### src/design/ht_defines.svh
`ifndef HT_DEFINES_SVH
`define HT_DEFINES_SVH

// ==================================================
// Virtual address split
// ==================================================

// Low address bits pass through translation untouched
`define HT_OFS_BITS  18
`define HT_VPN_BITS  14
`define HT_PPN_BITS  14

// ==================================================
// Page table geometry
// ==================================================

`define HT_GROUPS    16
`define HT_GRP_BITS  4
`define HT_SLOTS     8
`define HT_SLOT_BITS 3

// Register word addresses as seen on adr bits 3 to 2
`define HT_REG_VADR  2'd0
`define HT_REG_ENTRY 2'd1
`define HT_REG_CTRL  2'd2
`define HT_REG_STAT  2'd3

`endif

### src/design/hash_table_pkg.sv
`include "ht_defines.svh"

package hash_table_pkg;

	// ==================================================
	// Table storage
	// ==================================================

	// A single translation from virtual page to physical page
	typedef struct packed {
		logic                    valid;
		logic [`HT_VPN_BITS-1:0] vpn;
		logic [`HT_PPN_BITS-1:0] ppn;
	} ptge_t;

	// Eight entries share one hash bucket and are searched together
	typedef struct packed {
		ptge_t [`HT_SLOTS-1:0] ptge;
	} ptg_t;

	// ==================================================
	// Links between the bus port and the engine
	// ==================================================

	typedef struct packed {
		logic [31:0] vadr;
		logic        xlat;
	} ht_req_t;

	// The group is not carried since the memory hashes the vpn itself
	typedef struct packed {
		logic [`HT_SLOT_BITS-1:0] slot;
		ptge_t                    ent;
	} ht_wr_t;

	typedef struct packed {
		logic                     found;
		logic [`HT_SLOT_BITS-1:0] which;
	} ht_res_t;

	typedef enum logic [1:0] {
		ST_IDLE,
		ST_READ,
		ST_CMP,
		ST_DONE
	} ht_state_e;

	typedef enum logic [2:0] {
		OP_NONE,
		OP_LOOKUP,
		OP_LOAD,
		OP_CTRL,
		OP_RD_PADR,
		OP_RD_STAT
	} wb_op_e;

	// With translation off every address is considered valid
	localparam logic VAL = 1'b1;

	// Folds the twelve low page number bits into a group index
	function automatic logic [`HT_GRP_BITS-1:0] ht_hash(input logic [`HT_VPN_BITS-1:0] vpn);
		return vpn[3:0] ^ vpn[7:4] ^ vpn[11:8];
	endfunction

endpackage

### src/design/ht_wb_port.sv
`include "ht_defines.svh"

module ht_wb_port import hash_table_pkg::*; (
	input  logic        clk,
	input  logic        rst,
	input  logic        wb_cyc,
	input  logic        wb_stb,
	input  logic        wb_we,
	input  logic [3:0]  wb_adr,
	input  logic [31:0] wb_dat_w,
	output logic [31:0] wb_dat_r,
	output logic        wb_ack,
	output ht_wr_t      wr,
	output logic        wr_en,
	output ht_req_t     req,
	output logic        req_valid,
	input  ht_res_t     res,
	input  logic        done,
	input  logic [31:0] padr,
	input  logic        padrv
);

	logic        xlat_en;
	logic        lookup_busy;
	logic        start;
	wb_op_e      op;
	logic [31:0] padr_q;
	logic        padrv_q;
	logic        found_q;

	// ==================================================
	// Request decode
	// ==================================================

	// A cycle is new only when no ack is out and no lookup is pending
	// The master keeps stb up during the ack cycle so that must be masked
	assign start = wb_cyc && wb_stb && !wb_ack && !lookup_busy;

	always_comb begin
		op = OP_NONE;
		if (start) begin
			if (wb_we) begin
				case (wb_adr[3:2])
					`HT_REG_VADR:  op = OP_LOOKUP;
					`HT_REG_ENTRY: op = OP_LOAD;
					`HT_REG_CTRL:  op = OP_CTRL;
					default:       op = OP_NONE;
				endcase
			end else begin
				case (wb_adr[3:2])
					`HT_REG_VADR: op = OP_RD_PADR;
					`HT_REG_STAT: op = OP_RD_STAT;
					default:      op = OP_NONE;
				endcase
			end
		end
	end

	// ==================================================
	// Control state
	// ==================================================

	always_ff @(posedge clk) begin
		if (rst) begin
			wb_ack      <= 1'b0;
			req_valid   <= 1'b0;
			wr_en       <= 1'b0;
			xlat_en     <= 1'b0;
			lookup_busy <= 1'b0;
			padr_q      <= '0;
			padrv_q     <= 1'b0;
			found_q     <= 1'b0;
		end else begin
			// Both launch strobes last exactly one cycle
			req_valid <= (op == OP_LOOKUP);
			wr_en     <= (op == OP_LOAD);
			// Everything but a lookup acks in the next cycle
			// Unmapped registers are acked too so the bus never hangs
			wb_ack <= (start && op != OP_LOOKUP) || done;
			if (op == OP_CTRL)
				xlat_en <= wb_dat_w[0];
			if (op == OP_LOOKUP)
				lookup_busy <= 1'b1;
			else if (done)
				lookup_busy <= 1'b0;
			// Results are captured once per lookup and read back later
			if (done) begin
				padr_q  <= padr;
				padrv_q <= padrv;
				found_q <= res.found;
			end
		end
	end

	// ==================================================
	// Payload registers
	// ==================================================

	always_ff @(posedge clk) begin
		// The enable is sampled with the address so a lookup sees one mode
		if (op == OP_LOOKUP) begin
			req.vadr <= wb_dat_w;
			req.xlat <= xlat_en;
		end
		// Entry word layout is valid, slot, ppn, vpn from the top down
		if (op == OP_LOAD) begin
			wr.ent.valid <= wb_dat_w[31];
			wr.slot      <= wb_dat_w[30:28];
			wr.ent.ppn   <= wb_dat_w[27:14];
			wr.ent.vpn   <= wb_dat_w[13:0];
		end
		if (start && !wb_we) begin
			case (op)
				OP_RD_PADR: wb_dat_r <= padr_q;
				OP_RD_STAT: wb_dat_r <= {30'd0, found_q, padrv_q};
				default:    wb_dat_r <= '0;
			endcase
		end
	end

endmodule

### src/design/ht_ptg_ram.sv
`include "ht_defines.svh"

module ht_ptg_ram import hash_table_pkg::*; (
	input  logic                    clk,
	input  logic                    rst,
	input  ht_wr_t                  wr,
	input  logic                    wr_en,
	input  logic                    rd_en,
	input  logic [`HT_GRP_BITS-1:0] rd_grp,
	output ptg_t                    rec,
	output logic                    busy
);

	ptg_t                    mem [`HT_GROUPS];
	logic [`HT_GRP_BITS-1:0] sweep;
	logic [`HT_GRP_BITS-1:0] wr_grp;

	// The entry lands in the group its own page number hashes to
	assign wr_grp = ht_hash(wr.ent.vpn);

	// ==================================================
	// Clearing sweep after reset
	// ==================================================

	// One row per cycle so the whole table is clean after 16 cycles
	always_ff @(posedge clk) begin
		if (rst) begin
			sweep <= '0;
			busy  <= 1'b1;
		end else if (busy) begin
			sweep <= sweep + 1'b1;
			if (sweep == `HT_GRP_BITS'(`HT_GROUPS - 1))
				busy <= 1'b0;
		end
	end

	// ==================================================
	// Storage
	// ==================================================

	always_ff @(posedge clk) begin
		if (busy)
			mem[sweep] <= '0;
		else if (wr_en)
			mem[wr_grp].ptge[wr.slot] <= wr.ent;
		// Output holds between reads so the former sees a steady group
		if (rd_en)
			rec <= mem[rd_grp];
	end

endmodule

### src/design/ht_search.sv
`include "ht_defines.svh"

module ht_search import hash_table_pkg::*; (
	input  logic                    clk,
	input  logic                    rst,
	input  ht_req_t                 req,
	input  logic                    req_valid,
	input  logic                    busy,
	output logic                    rd_en,
	output logic [`HT_GRP_BITS-1:0] rd_grp,
	input  ptg_t                    rec,
	output ht_res_t                 res,
	output logic                    done
);

	ht_state_e                state;
	logic                     pend;
	logic [`HT_VPN_BITS-1:0]  vpn;
	logic [`HT_SLOTS-1:0]     hit;
	logic                     any_hit;
	logic [`HT_SLOT_BITS-1:0] first;

	// The port holds the request steady until the ack
	assign vpn    = req.vadr[31:`HT_OFS_BITS];
	assign rd_grp = ht_hash(vpn);
	assign rd_en  = (state == ST_READ);
	assign done   = (state == ST_DONE);

	// ==================================================
	// Tag compare
	// ==================================================

	// All eight slots are checked at once against the request
	always_comb begin
		hit = '0;
		for (int i = 0; i < `HT_SLOTS; i++)
			hit[i] = rec.ptge[i].valid && (rec.ptge[i].vpn == vpn);
	end

	assign any_hit = |hit;

	// Scanning downward leaves the lowest matching slot
	always_comb begin
		first = '0;
		for (int i = `HT_SLOTS - 1; i >= 0; i--) begin
			if (hit[i])
				first = `HT_SLOT_BITS'(i);
		end
	end

	// ==================================================
	// Search FSM
	// ==================================================

	always_ff @(posedge clk) begin
		if (rst) begin
			state <= ST_IDLE;
			pend  <= 1'b0;
			res   <= '0;
		end else begin
			case (state)
				ST_IDLE: begin
					// A request during the clearing sweep is remembered
					if ((req_valid || pend) && !busy) begin
						state <= ST_READ;
						pend  <= 1'b0;
					end else if (req_valid) begin
						pend <= 1'b1;
					end
				end
				// Memory returns the group at the end of this cycle
				ST_READ: state <= ST_CMP;
				ST_CMP: begin
					res.found <= any_hit;
					res.which <= first;
					state     <= ST_DONE;
				end
				ST_DONE: state <= ST_IDLE;
				default: state <= ST_IDLE;
			endcase
		end
	end

endmodule

### src/design/ht_padr.sv
`include "ht_defines.svh"

module ht_padr import hash_table_pkg::*; (
	input  logic                     rst,
	input  logic                     clk,
	input  logic                     xlat,
	input  logic                     found,
	input  logic [`HT_SLOT_BITS-1:0] which,
	input  ptg_t                     rec,
	input  logic [31:0]              vadr,
	output logic [31:0]              padr,
	output logic                     padrv
);

	// ==================================================
	// Physical address former
	// ==================================================

	// Pure combinational path from the held group and the search result
	always_comb begin
		// Page offset is never translated
		padr[`HT_OFS_BITS-1:0] = vadr[`HT_OFS_BITS-1:0];
		if (xlat) begin
			// Swap in the page number of the matching slot
			padr[31:`HT_OFS_BITS] = rec.ptge[which].ppn;
			padrv = found;
		end else begin
			padr[31:`HT_OFS_BITS] = vadr[31:`HT_OFS_BITS];
			padrv = VAL;
		end
	end

endmodule

### src/design/ht_xlat_top.sv
`include "ht_defines.svh"

module ht_xlat_top import hash_table_pkg::*; (
	input  logic        clk,
	input  logic        rst,
	input  logic        wb_cyc,
	input  logic        wb_stb,
	input  logic        wb_we,
	input  logic [3:0]  wb_adr,
	input  logic [31:0] wb_dat_w,
	output logic [31:0] wb_dat_r,
	output logic        wb_ack
);

	ht_wr_t                  wr;
	logic                    wr_en;
	ht_req_t                 req;
	logic                    req_valid;
	ht_res_t                 res;
	logic                    done;
	logic [31:0]             padr;
	logic                    padrv;
	logic                    rd_en;
	logic [`HT_GRP_BITS-1:0] rd_grp;
	ptg_t                    rec;
	logic                    busy;

	// ==================================================
	// Bus side
	// ==================================================

	ht_wb_port u_port (
		.clk       (clk),
		.rst       (rst),
		.wb_cyc    (wb_cyc),
		.wb_stb    (wb_stb),
		.wb_we     (wb_we),
		.wb_adr    (wb_adr),
		.wb_dat_w  (wb_dat_w),
		.wb_dat_r  (wb_dat_r),
		.wb_ack    (wb_ack),
		.wr        (wr),
		.wr_en     (wr_en),
		.req       (req),
		.req_valid (req_valid),
		.res       (res),
		.done      (done),
		.padr      (padr),
		.padrv     (padrv)
	);

	// ==================================================
	// Table and lookup path
	// ==================================================

	ht_ptg_ram u_ram (
		.clk    (clk),
		.rst    (rst),
		.wr     (wr),
		.wr_en  (wr_en),
		.rd_en  (rd_en),
		.rd_grp (rd_grp),
		.rec    (rec),
		.busy   (busy)
	);

	ht_search u_search (
		.clk       (clk),
		.rst       (rst),
		.req       (req),
		.req_valid (req_valid),
		.busy      (busy),
		.rd_en     (rd_en),
		.rd_grp    (rd_grp),
		.rec       (rec),
		.res       (res),
		.done      (done)
	);

	// Group output stays valid through ST_DONE when the port samples
	ht_padr u_padr (
		.rst   (rst),
		.clk   (clk),
		.xlat  (req.xlat),
		.found (res.found),
		.which (res.which),
		.rec   (rec),
		.vadr  (req.vadr),
		.padr  (padr),
		.padrv (padrv)
	);

endmodule

### config.mk
export PLATFORM = sky130hd
export DESIGN_NAME = ht_xlat_top
export DESIGN_NICKNAME = d
export VERILOG_FILES = /design/src/design/hash_table_pkg.sv /design/src/design/ht_wb_port.sv /design/src/design/ht_ptg_ram.sv /design/src/design/ht_search.sv /design/src/design/ht_padr.sv /design/src/design/ht_xlat_top.sv
export VERILOG_INCLUDE_DIRS = /design/src /design/src/design
export SDC_FILE = /design/constraint.sdc
export NUM_CORES = 2
export LEC_CHECK = 0
export ABC_AREA = 0
export BUFFER_PORTS_ARGS = -buffer_cell sky130_fd_sc_hd__buf_2
export CAP_MARGIN = 10
export CORE_MARGIN = 4
export CORE_UTILIZATION = 25
export DETAILED_ROUTE_END_ITERATION = 12
export SYNTH_ARGS = -nofsm -noshare
export SYNTH_HDL_FRONTEND = slang
export SYNTH_SLANG_ARGS = --single-unit
### constraint.sdc
create_clock -name clk -period 7.25 [get_ports clk]
set_clock_uncertainty 0.1 [all_clocks]
set_input_delay 0.3625 -clock clk [delete_from_list [all_inputs] [get_ports clk]]
set_output_delay 0.3625 -clock clk [all_outputs]
set_load 0.05 [all_outputs]
* Word level (Yosys, flattened, before mapping) *
Memory sizes are Yosys's and may differ from the RTL's. A register that Yosys moved wholly into a read port is not among the register bits.
Cells that the tools add are included.

cells by class
  add/sub/neg operators = 1
  order comparisons = 3
  equal/unequal tests = 22
  mux-type cells = 35
  bitwise operators = 4
  reductions and logical operators = 28

operators by type and width
  operator                                                                      count
  232-bit two-way mux                                                           3
  232-bit OR reduction                                                          1
  14-bit equality test                                                          8
  29-bit binary-select mux with 3-bit select                                    1
  29-bit demux with 3-bit select                                                1
  32-bit case mux with 2 select lines                                           1
  3-bit two-way mux                                                             10
  29-bit two-way mux                                                            1
  14-bit two-way mux                                                            2
  4-bit bitwise XOR                                                             4
  1-bit logical AND                                                             15
  1-bit two-way mux                                                             11
  2-bit equality test, second input constant                                    4
  3-bit by 4-bit less-than comparator with 1-bit output, second input constant  2
  2-bit case mux with 4 select lines                                            1
  8-bit OR reduction                                                            1
  3-bit by 2-bit equality test with 1-bit output, second input constant         2
  3-bit equality test, second input constant                                    2
  2-bit case mux with 3 select lines                                            1
  3-bit case mux with 2 select lines                                            1
  4-bit by 1-bit adder with 4-bit output, second input constant                 1
  2-bit by 1-bit equality test with 1-bit output, second input constant         2
  4-bit equality test, second input constant                                    1
  1-bit logical NOT                                                             4
  other kinds (10)                                                              13

storage, ports and cells
  register bits after elaboration = 148
  RAM bits = 3,712
  bits of input ports = 41
  output and inout bits = 33
  word-level logic and storage cells = 115
  memories = 1

memory list
  memory     depth  bits a word  read ports  clocked after Yosys merged registers in  write ports  line              source
  u_ram.mem  16     232          1           1                                        1            ht_ptg_ram.sv:14  ptg_t mem [`HT_GROUPS];

* Logic depth before layout (Yosys ltp) *
  depth after elaboration = 10
  mapped depth = 11
  gate-level depth less buffers = 7

* Hierarchy *
A second synthesis with hierarchy kept.

second synthesis, totals
  cell total of the unflattened synthesis = 6,675
  area, all modules = 155,106.3 um2

by module, submodules not included
  module      instances  cells an instance  area each (um2)
  ht_ptg_ram  1          5,975              147,023.5
  ht_wb_port  1          282                4,689.5
  ht_search   1          252                2,048.2
  ht_padr     1          166                1,345.0

* Least setup slack after synthesis *
OpenSTA, ideal clock, no wires.

  path kind = reg-to-reg
  start = reg u_search.state[1]
  end = reg, netlist name u_ram.rec[0]
  arrival time = 5.744 ns
  slack = 0.783 ns
  stages on the path, launching flop included = 3
  buffers on the path = 0
  period minus slack after synthesis = 6.467 ns
  path through = dfxtp_1 inv_1 ha_1

on the way
  word-level cells in the longest chain between the ends = 1

RTL lines
  what                                            line             source
  start: declaration                              ht_search.sv:16  ht_state_e state;
  start signal: assignment                        ht_search.sv:57  state <= ST_IDLE;
  start signal: assignment                        ht_search.sv:65  state <= ST_READ;
  start signal: assignment                        ht_search.sv:72  ST_READ: state <= ST_CMP;
  2-bit by 1-bit equality test with 1-bit output  ht_search.sv:26  assign rd_en = (state == ST_READ);

Every way passes these cells.
A chain may end at the register's enable or synchronous reset.

* Worst setup path in the final report *
  start = reg, netlist name u_port.req[25]
  end = reg, netlist name u_ram.rec[125]

on the way
  word-level cells in the longest chain between the ends = 2

RTL lines
  what                             line                  source
  4-bit bitwise XOR (2 in series)  hash_table_pkg.sv:62  return vpn[3:0] ^ vpn[7:4] ^ vpn[11:8];

Every way passes these cells.

==> reports/metrics.csv <==
metric,value,unit
grt_setup_unrepaired,false,
grt_max_degree,131,
maxCapViolations,0,
drt-vias-per-instance,4.772,
powerDensity,284.8,nW/um^2
die_w,794.6,um
insertion_delay,0.94,ns
p_leak,50.53,nW
rrSetupSlack,2.52,ns
io_buffers,71,
min_to,u_port.wb_dat_r[0],
worst_slew_pin_slew,1.272,ns
min_from,wb_adr[2],
worst-r2r-cell-count,8,
cts_setup_buffers,0,
crit_fanout,50,
final_layout_size_suffix_gt1_frac,0.2379,
synthArstFlopShare,0,
fillCellCount,59360,
root_buffer,clkbuf_16,
num_vias,77480,
criticalPathCategory,reg -> reg,
netlist_area,154700,sq um
coreArea,615800,sq um
yosys.area.top_type,edfxtp_1,
htree_levels,5,
wire_per_inst,26.21,um
synthesis.nets,7442,
cp.required,7.88,ns
dr.pass1.iters,10,
critPathArrivalTime,5.36,ns
path_clk_slew,0.06,ns
grt_pass1_wl,595000,um
slew_viol_final,0,
fin_crit,4.731,ns
synth_edf_count,4041,
dieArea,631400,sq um
p_switching,11.68,mW
clock-sinks,4092,
holdPathStages,5,
swShare,0.2273,
cts_made_buffers,395,
ys.flop_type,edfxtp_1,
report.final.hold_viol_count,0,
clk_path_buf_depth,4,
gp_congestion,0.8124,
finalSetupTns,0,ns
synth_cell_types,44,
grtUsageTotal,0.1295,
synth-warning-count,0,
dp_hpwl,218600,um
drt-initial-drc-count,10720,
ir_worst_vdd,0.2534,mV
cts_tree,built,
relSlewSlack,0.1523,
yosys_register_bits,4092,
r2r_end,u_ram.rec[125],
startpoint_type,register,
netlist.area_leader.share,0.7844,
endpoint_kind,register,
die_y,794.6,um
row_count,288,
synthesis.instances,7393,
route.detailed.drc,0,
setup_viol,0,
pin_count,74,
seqPwrFrac,0.529,
wl,425400,um
synthToLayoutAreaGrowth,16.58,%
rr_startpoint,u_port.req[25],
combinationalPowerShare,0.071,
synth_area_leaders,"edfxtp_1 78%, mux4_2 12%, a22oi_1 1.4%, nand2_1 1.3%, mux2i_1 1.1%",
worstHoldPathType,in -> reg,
synth.avg_cell_area,20.92,sq um
seqCellArea,122400,sq um
overflow,0,
min_period_over_period,0.6526,
multi_input_area,31740,sq um
p_total,51.37,mW
antenna_found_initial,27,
status,finished clean,
cts_resized,0,
fmax,211.4,MHz
internal_power,39.69,mW
start_util,0.2512,
grt_pass1_vias,76390,
fin_nets,7822,
ant_nets,0,
p_clk_frac,0.400,
seq_area_frac_synth,0.7910,
## routing by layer
layer	up-vias	share of wire	GRT usage
met2	3751	0.48	0.2104
met1	41780	0.40	0.1762
met4	2	0.032	0.03869
met3	664	0.091	0.02484
li1	31270	-	-
met5	-	0.000045	0
## Yosys cell counts, types with 76 or more instances
cell,count
nand2_1,516
clkbuf_1,163
o221ai_1,76
nor2_1,253
a21oi_1,131
a22oi_1,290
mux4_2,800
edfxtp_1,4041
xnor2_1,121
buf_2,169
mux2i_1,177
nand3_1,130
## through the flow
step                        util  cells  setup WS (ns)  area, sq um  hold slack, ns
final                     0.2928  16230          2.519       180300         0.06510
after global routing      0.2928  16220          2.519       180300         0.04847
after CTS                 0.2928  16220          2.613       180300        0.003872
after detailed placement  0.2713  15460          2.653       167100          0.3313
after global placement    0.2713  15460          2.688       167100          0.3423
after floorplan                -   7393         0.7828       154700          0.3019
## timing repair
action	CTS	global route
hold buffers	41	0
hold endpoints to repair	103	0
endpoints found under the setup margin	0	0
## layout by cell type, fill, tap and decap left out, types with 49 or more instances in the layout
cell type / synthesis / final
xnor2_1: 121 / 118
nor2_4: 0 / 133
buf_4: 44 / 249
clkbuf_1: 163 / 70
nand3_1: 130 / 130
clkinv_2: 0 / 77
o221ai_1: 76 / 76
nand2_1: 516 / 506
dfxtp_1: 51 / 49
nor3_1: 71 / 70
nor2_1: 253 / 119
a22oi_1: 290 / 290
mux4_2: 800 / 800
a21oi_1: 131 / 128
clkbuf_16: 0 / 404
buf_2: 169 / 71
edfxtp_1: 4041 / 4041
clkinv_1: 0 / 84
mux2i_1: 177 / 177
o22ai_1: 65 / 65
## sequential cells by signal (all words and copies together), names as in the netlist
register,count
u_port.found_q,1
u_port.lookup_busy,1
u_port.padr_q,32
u_port.padrv_q,1
u_port.req,33
u_port.req_valid,1
u_port.wb_ack,1
u_port.wb_dat_r,32
u_port.wr,32
u_port.wr_en,1
u_port.xlat_en,1
u_ram.busy,1
u_ram.mem,3712
u_ram.rec,232
u_ram.sweep,4
u_search.pend,1
u_search.res,4
u_search.state,2
## kinds of logic after synthesis
| family | count (synthesis) | synth area share |
|---|---|---|
| flops | 4092 | 0.7910 |
| compound gates | 686 | 0.02989 |
| mux | 977 | 0.1279 |
| fa+ha+maj | 8 | 0.0006471 |
| simple gates | 1080 | 0.02971 |
| buf+inv | 414 | 0.01277 |
| xor+xnor | 136 | 0.008016 |
## critical path, stage by stage (launching register included)
cell,delay (ns)
edfxtp_1,0.35
buf_4,0.40
xor2_2,0.43
xnor2_4,0.36
buf_12,0.35
nor2_4,1.00
buf_4,0.85
a22oi_1,0.28
nand2_1,0.16
## worst max-delay path by stage
| stage | startpoint | slack [ns] | endpoint |
|---|---|---|---|
| 2_1_floorplan | u_search.state[1] | 0.78 | u_ram.rec[0] |
| 3_3_place_gp | u_port.req[25] | 2.69 | u_ram.rec[166] |
| 3_5_place_dp | u_port.req[25] | 2.65 | u_ram.rec[166] |
| 4_1_cts | u_port.req[25] | 2.61 | u_ram.rec[125] |
| 5_1_grt | u_port.req[25] | 2.52 | u_ram.rec[166] |
| 6_report | u_port.req[25] | 2.52 | u_ram.rec[125] |
## area by class of cell
cell class	count	share of cell area
sequential	4092	0.6785
multi-input combinational	2887	0.1760
clock buffer	481	0.05805
tap	8120	0.05634
timing repair buffer	390	0.01783
clock inverter	244	0.01295
antenna	13	0.0001804
inverter	7	0.0001457
## power by group through the flow
stage               registers [mW]  clock network (mW)  logic (mW)
floorplan                     27.5                   0        2.21
global placement              27.7                   0        3.63
detailed placement            27.7                   0        3.63
CTS                           27.2                20.9        3.66
global route                  27.2                21.9        3.83
finish                        27.2                20.5        3.64
Note: power is estimated with default switching activity, not from simulation.
